`config.mk`:
```
export PLATFORM = sky130hd
export DESIGN_NAME = gain_regs
export DESIGN_NICKNAME = d
export VERILOG_FILES = /design/src/design/audio_pkg.sv /design/src/design/gain_regs.sv
export SDC_FILE = /design/constraint.sdc
export NUM_CORES = 1
export LEC_CHECK = 0
export BUFFER_PORTS_ARGS = -buffer_cell sky130_fd_sc_hd__buf_2
export CORE_MARGIN = 2
export CORE_UTILIZATION = 38
export DETAILED_ROUTE_END_ITERATION = 10
export GPL_TIMING_DRIVEN = 0
export PLACE_DENSITY = 0.84
export SKIP_CTS_REPAIR_TIMING = 1
export SLEW_MARGIN = 20
export SYNTH_ARGS = -nofsm -noshare
export SYNTH_HDL_FRONTEND = slang
export SYNTH_SLANG_ARGS = --single-unit
export TNS_END_PERCENT = 100
```
`constraint.sdc`:
```
create_clock -name clk -period 3.3 [get_ports clk]
set_input_delay 0.66 -clock clk [delete_from_list [all_inputs] [get_ports clk]]
set_output_delay 0.66 -clock clk [all_outputs]
set_load 0.005 [all_outputs]
```
`src/design/audio_pkg.sv`:
```
/*
 * Shared types and constants for the stereo 2x interpolator.
 * Samples are 18-bit signed and the accumulator is 48-bit signed.
 * Gain is unsigned Q2.14, so 16384 is unity and the top is just under 4.0.
 * COEFS is a fixed half-band table and cannot be reloaded.
 */
package audio_pkg;

    typedef logic signed [17:0] sample_t;
    typedef logic signed [47:0] acc_t;
    typedef logic [15:0]        gain_t;

    typedef enum logic [1:0] {
        MAC_NOP = 2'd0,
        MAC_MUL = 2'd1,
        MAC_MAC = 2'd2
    } mac_op_t;

    // Filter
    localparam int NUM_TAPS  = 34;
    localparam int TAP_W     = 6;
    localparam int MID_TAP   = 17;
    localparam int FIR_SHIFT = 16;

    localparam sample_t COEFS [NUM_TAPS] = '{
        1, -5, 13, -30, 56, -101, 167, -265, 401, -591, 850, -1211,
        1720, -2492, 3809, -6731, 20785, 20785, -6731, 3809, -2492, 1720,
        -1211, 850, -591, 401, -265, 167, -101, 56, -30, 13, -5, 1
    };

    // Gain and register map
    localparam int         GAIN_SHIFT    = 14;
    localparam gain_t      GAIN_RESET    = 16'd16384;
    localparam logic [3:0] REG_GAIN_ADDR = 4'h0;

    // Fixed depth of the shared MAC pipeline
    localparam int MAC_LATENCY = 2;

endpackage

```
`src/design/gain_regs.sv`:
```
/*
 * APB slave for the gain register, no wait states.
 * Only REG_GAIN_ADDR is mapped; other addresses answer with pslverr.
 * Writes take the low 16 bits of pwdata; reads return the gain zero-extended.
 */
`timescale 1ns/1ns

module gain_regs (
    input  logic             clk,
    input  logic             reset,
    input  logic [3:0]       paddr,
    input  logic             psel,
    input  logic             penable,
    input  logic             pwrite,
    input  logic [31:0]      pwdata,
    output logic [31:0]      prdata,
    output logic             pready,
    output logic             pslverr,
    output audio_pkg::gain_t gain
);
    import audio_pkg::*;

    logic hit;
    logic access;

    assign hit     = (paddr == REG_GAIN_ADDR);
    assign access  = psel && penable;
    assign pready  = 1'b1;
    assign pslverr = access && !hit;
    assign prdata  = (psel && !pwrite && hit) ? 32'(gain) : '0;

    always_ff @(posedge clk or posedge reset) begin
        if (reset) begin
            gain <= GAIN_RESET;
        end else if (access && pwrite && hit) begin
            gain <= pwdata[$bits(gain_t)-1:0];
        end
    end

endmodule

```
==> flow_summary.toml, run 1 <==
[status]
status = "finished, final reports clean"

[cts]
cts_made_buffers = 3
clock_latency_ps = 270
cts_tree = "built"
cts_sinks = 16
clock-root-buffer = "clkbuf_4"
cts.path.max_buffers = 2
path_clk_slew_ps = 90
h-tree-depth = 1

[setup_path]
start_kind = "primary input"
cp_max_fo = 10
crit_required_ps = 2640
worstPathArrival_ps = 2000
r2r_cells = 1
path_class = "in -> out"
r2r_end = "gain[3]"
reg2reg_setup_slack_ps = 2500
end_kind = "primary output"
r2r-start = "gain[3]"

[die]
io_pins = 91
die_y_um = 53.5
start_util = 0.410
row_count = 17
dieArea_um2 = 2860
die_w_um = 53.5
coreArea_um2 = 2280

[global_routing]
grt_util_all_layers = 0.147
grt_max_degree = 17
grt_pass1_wl_um = 2950
grt-ovfl-total = 0
antenna_found_initial = 0
grt_pass1_vias = 674

[power]
p_per_area_nw_per_um2 = 351
ir_worst_vdd_mv = 0.238
totalPowerFinal_mw = 0.473
p_leak_nw = 0.824

[route]
vias_per_cell = 4.20
ant_nets = 0
drt_iter0_drc = 1
dr.pass1.iters = 3
wl_per_cell_um = 10.9
finalWirelength_um = 1960
vias = 756
drc_errors = 0

[synthesis]
synthesis.area_um2 = 932
syn_inst = 76
netlist-cell-type-count = 16
synthTopCellsByArea = "dfrtp_1 (40%), mux2_4 (16%), buf_4 (14%)"
synth.most_common_cell = "buf_4"
syn_area_per_cell_um2 = 12.3
yosysSeqAreaShare = 0.431
synthArstFlopShare = 1.00
synth_top_cell_area_share = 0.403
ys_top_cells_by_count = "buf_4 (17), and2_1 (16), dfrtp_1 (15)"
yosysTopAreaCell = "dfrtp_1"
ys_warn_count = 0
synth_edf_count = 0
synth_seq_cells = 16
synth_flop_cell = "dfrtp_1"

[sta]
final.setup.tns_ps = 0
hold_viol = 0
post-route-min-period_ps = 2660
period_share = 0.807
holdWs_ps = 431
worstMarginPinSlew_ps = 592
rsz0062_at_grt = "false"
slew_headroom = 0.605
finClkSkew_ps = 0
max_freq_ghz = 0.376
setup_ws_ps = 637
maxSlewViolCount = 0
setup_violations = 0

[layout]
multi_input_area_um2 = 420
largest_reg_flops = 16
regArea_um2 = 402
diodes = 0
fill_cells = 206
final_nets = 194
post-route-util = 0.591
final_cells = 180
reg.largest.list = "gain: 16 flops"
design_area_um2 = 1350
layout-drive-gt1-share = 0.651
max_flop_register = "gain"
area_growth_pct = 44.3

[place]
numPlacedInstances = 176
place.gp.congestion = 0.643
placed_area_um2 = 1310
dpl.hpwl_um = 1650
dp_slack_ps = 579
portBuffers = 57

[job]
max_cap_viol_count = 0

[min_path]
hold_path.class = "in -> async"
==> where the power goes <==
| group | internal [mW] | switching [mW] | leakage [nW] |
|---|---|---|---|
| Sequential | 0.223 | 0.0176 | 0.210 |
| Clock | 0.0670 | 0.0582 | 0.0210 |
| Combinational | 0.0697 | 0.0368 | 0.594 |
==> layout by cell type (no fill, tap or decap), drive strengths merged <==
cell and count:
dfrtp 15, and4 1, dfstp 1, nor4 1, nand2 1, conb 17, clkbuf 5, buf 76
nor2 1, mux2 16, inv 1, and2 16, and3b 1
==> area by class of cell <==
type,instances,area share
Inverter,1,0.00279
Buffer,20,0.121
Sequential cell,16,0.299
Timing Repair Buffer,57,0.212
Multi-Input combinational cell,54,0.313
Tap cell,28,0.0260
Clock buffer,4,0.0270
==> cells by family after synthesis <==
family / after synthesis / share of synthesized area
buffers and inverters: 21 / 0.179
and+or+nand+nor: 21 / 0.149
muxes: 16 / 0.234
DFF: 16 / 0.431
other: 2 / 0.00806
==> worst max-delay path by stage <==
stage	cells past startpoint	endpoint	slack (ps)	start
floorplan	4	prdata[10]	1080	paddr[3]
global placement	6	prdata[12]	690	paddr[3]
detailed placement	6	prdata[9]	580	paddr[3]
CTS	6	prdata[9]	580	paddr[3]
global route	6	prdata[9]	460	paddr[3]
finish	6	prdata[9]	640	paddr[3]
==> worst max-delay path, cell delays in order <==
cell,delay [ps]
buf_2,110
nor4_2,330
and3b_2,290
clkbuf_1,320
and2_1,190
buf_2,100
==> per-layer routing <==
layer	up-vias	routed length, um	GRT usage
met5	-	0	0
met4	0	19	0.0641
met3	2	237	0.0395
met2	53	960	0.270
met1	335	743	0.156
li1	366	-	-
Note: power is estimated with default switching activity, not from simulation.
==> inputs of run 2 (changes only) <==
--- a/config.mk
+++ b/config.mk
@@ -7,10 +7,10 @@
 export LEC_CHECK = 0
 export BUFFER_PORTS_ARGS = -buffer_cell sky130_fd_sc_hd__buf_2
 export CORE_MARGIN = 2
-export CORE_UTILIZATION = 38
+export CORE_UTILIZATION = 32
 export DETAILED_ROUTE_END_ITERATION = 10
 export GPL_TIMING_DRIVEN = 0
-export PLACE_DENSITY = 0.84
+export PLACE_DENSITY = 0.75
 export SKIP_CTS_REPAIR_TIMING = 1
 export SLEW_MARGIN = 20
 export SYNTH_ARGS = -nofsm -noshare
==> constraint.sdc (replaced) <==
create_clock -name clk -period 2.29 [get_ports clk]
set_input_delay 0.458 -clock clk [delete_from_list [all_inputs] [get_ports clk]]
set_output_delay 0.458 -clock clk [all_outputs]
set_load 0.005 [all_outputs]
==> flow_summary.toml, run 2 (synthesized netlist as in run 1, its figures left out) <==
[die]
die_y_um = 58.0
start_util = 0.338
die_w_um = 58.0
dieArea_um2 = 3360
coreArea_um2 = 2760
io_pins = 91
row_count = 19

[route]
dr.pass1.iters = 2
vias_per_cell = 4.02
wl_per_cell_um = 9.88
finalWirelength_um = 1800
drc_errors = 0
vias = 731
drt_iter0_drc = 5
ant_nets = 0

[place]
placed_area_um2 = 1310
place.gp.congestion = 0.626
dpl.hpwl_um = 1490
portBuffers = 57
dp_slack_ps = -24.2
numPlacedInstances = 179

[setup_path]
cpPeakStageDelay_ps = 380
crit_path_cell_trace = "buf_2 > nor4_2 > and3b_2 > and2_1 > buf_2"
crit_required_ps = 1830
cpMostUsedCell = "buf_2"
end_kind = "primary output"
critPathSlowestCell = "and3b_2"
worstPathArrival_ps = 1530
start_kind = "primary input"
path_class = "in -> out"
cp_max_fo = 16

[layout]
post-route-util = 0.484
final_nets = 193
most-common-layout-cells = "buf_2 (57), buf_4 (17), conb_1 (17)"
design_area_um2 = 1340
final_common_cell = "buf_2"
largest_reg_flops = 16
area_growth_pct = 43.2
max_flop_register = "gain"
fill_cells = 264
layout-drive-gt1-share = 0.649
reg.largest.list = "gain: 16 flops"
diodes = 0
final_cells = 182

[power]
totalPowerFinal_mw = 0.646
p_per_area_nw_per_um2 = 484
ir_worst_vdd_mv = 0.249
p_leak_nw = 0.817

[sta]
slew_headroom = 0.600
finClkSkew_ps = 0
hold_viol = 0
rsz0062_at_grt = "false"
holdWs_ps = 229
maxSlewViolCount = 0
max_freq_ghz = 0.503
post-route-min-period_ps = 1990
worstMarginPinSlew_ps = 600
setup_ws_ps = 304
final.setup.tns_ps = 0
setup_violations = 0
period_share = 0.867

[cts]
h-tree-depth = 1
cts_made_buffers = 3
clock_latency_ps = 280
cts_sinks = 16
cts_tree = "built"
clock-root-buffer = "clkbuf_4"
cts.path.max_buffers = 2
path_clk_slew_ps = 90

[global_routing]
grt_max_degree = 17
grt-ovfl-total = 0
antenna_found_initial = 0
grt_pass1_wl_um = 2850
grt_util_all_layers = 0.110
grt_pass1_vias = 680

[status]
status = "finished, final reports clean"

[min_path]
hold_path.class = "in -> async"

[job]
max_cap_viol_count = 0
-- run 2: worst paths after layout --
path | start | endpoint | slack, ps | cells past startpoint
max reg2reg | gain[2] | gain[2] | 1510 | 1
min reg2reg | gain[7] | gain[7] | 530 | 1
max | paddr[3] | prdata[7] | 300 | 5
max in group asynchronous | reset | gain[11] | 1660 | 2
min in group clk | pwdata[10] | gain[10] | 400 | 2
min | reset | gain[3] | 230 | 2
-- run 2: layout make-up --
| cell class | count | area (um2) | area share |
|---|---|---|---|
| Multi-Input combinational cell | 54 | 420 | 0.315 |
| Sequential cell | 16 | 402 | 0.301 |
| Timing Repair Buffer | 57 | 285 | 0.214 |
| Buffer | 19 | 159 | 0.119 |
| Tap cell | 31 | 38.8 | 0.0291 |
| Clock buffer | 4 | 26.3 | 0.0197 |
| Inverter | 1 | 3.75 | 0.00281 |
-- run 2: layer usage --
| layer | vias up | global-route usage | wire length, um |
|---|---|---|---|
| li1 | 361 | - | - |
| met5 | - | 0 | 0 |
| met4 | 0 | 0.0399 | 0 |
| met3 | 0 | 0.0223 | 218 |
| met1 | 319 | 0.131 | 786 |
| met2 | 51 | 0.196 | 794 |
-- run 2: critical path, delay by kind of cell --
family,cells,cell delay (ps)
simple gates,3,860
buf+inv,2,210
-- run 2: where the power goes --
part | internal (mW) | switching [mW] | leakage, nW
Sequential | 0.322 | 0.0257 | 0.210
Clock | 0.0674 | 0.0802 | 0.0150
Combinational | 0.100 | 0.0512 | 0.592
==> inputs of run 3 (changes only) <==
--- a/config.mk
+++ b/config.mk
@@ -11,6 +11,7 @@
 export DETAILED_ROUTE_END_ITERATION = 10
 export GPL_TIMING_DRIVEN = 0
 export PLACE_DENSITY = 0.75
+export REMOVE_ABC_BUFFERS = 1
 export SKIP_CTS_REPAIR_TIMING = 1
 export SLEW_MARGIN = 20
 export SYNTH_ARGS = -nofsm -noshare
==> flow_summary.toml, run 3 (synthesized netlist as in run 1, its figures left out) <==
[status]
status = "finished, final reports clean"

[place]
placed_area_um2 = 1150
numPlacedInstances = 159
portBuffers = 57
place.gp.congestion = 0.603
dpl.hpwl_um = 1480
dp_slack_ps = -9.12

[setup_path]
r2r_end = "gain[15]"
critPathSlowestCell = "and3b_2"
r2r-start = "gain[15]"
worstSetupEndpoint = "prdata[3]"
reg2reg_setup_slack_ps = 1500
critPathBufInv = 2
cpPeakStageDelay_ps = 380
path_depth = 5
crit_path_cell_trace = "buf_2 > nor4_2 > and3b_2 > and2_1 > buf_2"
worstPathArrival_ps = 1540
end_kind = "primary output"
r2r_cells = 1
path_class = "in -> out"
cp-startpoint = "paddr[3]"
cp_max_fo = 16
crit_required_ps = 1830
start_kind = "primary input"
cpMostUsedCell = "buf_2"
crit_family = "simple AND/OR/NAND/NOR gates"

[layout]
design_area_um2 = 1190
final_cells = 163
final_common_cell = "buf_2"
final_nets = 174
reg.largest.list = "gain: 16 flops"
diodes = 0
area_growth_pct = 27.2
most-common-layout-cells = "buf_2 (57), conb_1 (17), and2_1 (16)"
largest_reg_flops = 16
layout-drive-gt1-share = 0.606
post-route-util = 0.430
max_flop_register = "gain"

[route]
finalWirelength_um = 1900
drt_iter0_drc = 6
vias = 687
ant_nets = 0
vias_per_cell = 4.21
wl_per_cell_um = 11.6
dr.pass1.iters = 2
drc_errors = 0

[global_routing]
grt_max_degree = 17
grt_pass1_vias = 673
grt_util_all_layers = 0.120
antenna_found_initial = 0
grt-ovfl-total = 0
grt_pass1_wl_um = 3080

[cts]
cts.path.max_buffers = 2
clock_latency_ps = 280
path_clk_slew_ps = 90
clock-root-buffer = "clkbuf_4"
h-tree-depth = 1
cts_tree = "built"
cts_sinks = 16
cts_made_buffers = 3

[power]
p_per_area_nw_per_um2 = 556
ir_worst_vdd_mv = 0.446
p_leak_nw = 0.717
totalPowerFinal_mw = 0.659

[sta]
post-route-min-period_ps = 2000
holdWs_ps = 239
setup_ws_ps = 291
maxSlewViolCount = 0
max_freq_ghz = 0.500
hold_viol = 0
worstMarginPinSlew_ps = 901
rsz0062_at_grt = "false"
slew_headroom = 0.399
final.setup.tns_ps = 0
finClkSkew_ps = 0
setup_violations = 0
period_share = 0.873

[min_path]
hold_path.class = "in -> async"

[die]
dieArea_um2 = 3360
start_util = 0.338
io_pins = 91
die_y_um = 58.0
coreArea_um2 = 2760
die_w_um = 58.0
row_count = 19

[job]
max_cap_viol_count = 0
-- run 3: changes by cell type in the layout (fill, tap and decap cells not counted) --
| cell | previous run | this run |
|---|---|---|
| buf_12 | 1 | 0 |
| clkbuf_8 | 0 | 1 |
| buf_4 | 17 | 0 |
| buf_6 | 1 | 0 |
| clkbuf_1 | 1 | 0 |
-- run 3: area by class of cell --
class	instances	area, um2
flip-flops and latches	16	402
well taps	31	38.8
fillers	269	1570
repair buffers	57	285
inverters	1	3.75
clock buffers	4	36.3
multi-input cells	54	420
-- run 3: how the worst min path moves through the flow --
stage	from	cells after the start	slack, ps	end
after floorplan	reset	1	370	gain[0]
after global placement	gain[5]	1	500	gain[5]
after detailed placement	gain[3]	1	510	gain[3]
after CTS	reset	2	250	gain[9]
after global routing	reset	2	290	gain[9]
final	reset	2	240	gain[7]
-- run 3: power by group --
| part | leakage, nW | internal, mW | switching (mW) |
|---|---|---|---|
| clock network | 0.0210 | 0.0966 | 0.0856 |
| logic | 0.487 | 0.0817 | 0.0490 |
| registers | 0.210 | 0.322 | 0.0243 |
-- run 3: routing by layer --
metal  global-route usage  vias up  part of all wire
li1                     -      324                 -
met1                0.143      324              0.38
met2                0.218       39              0.53
met3               0.0402        0             0.088
met4              0.00997        0                 0
met5                    0        -                 0
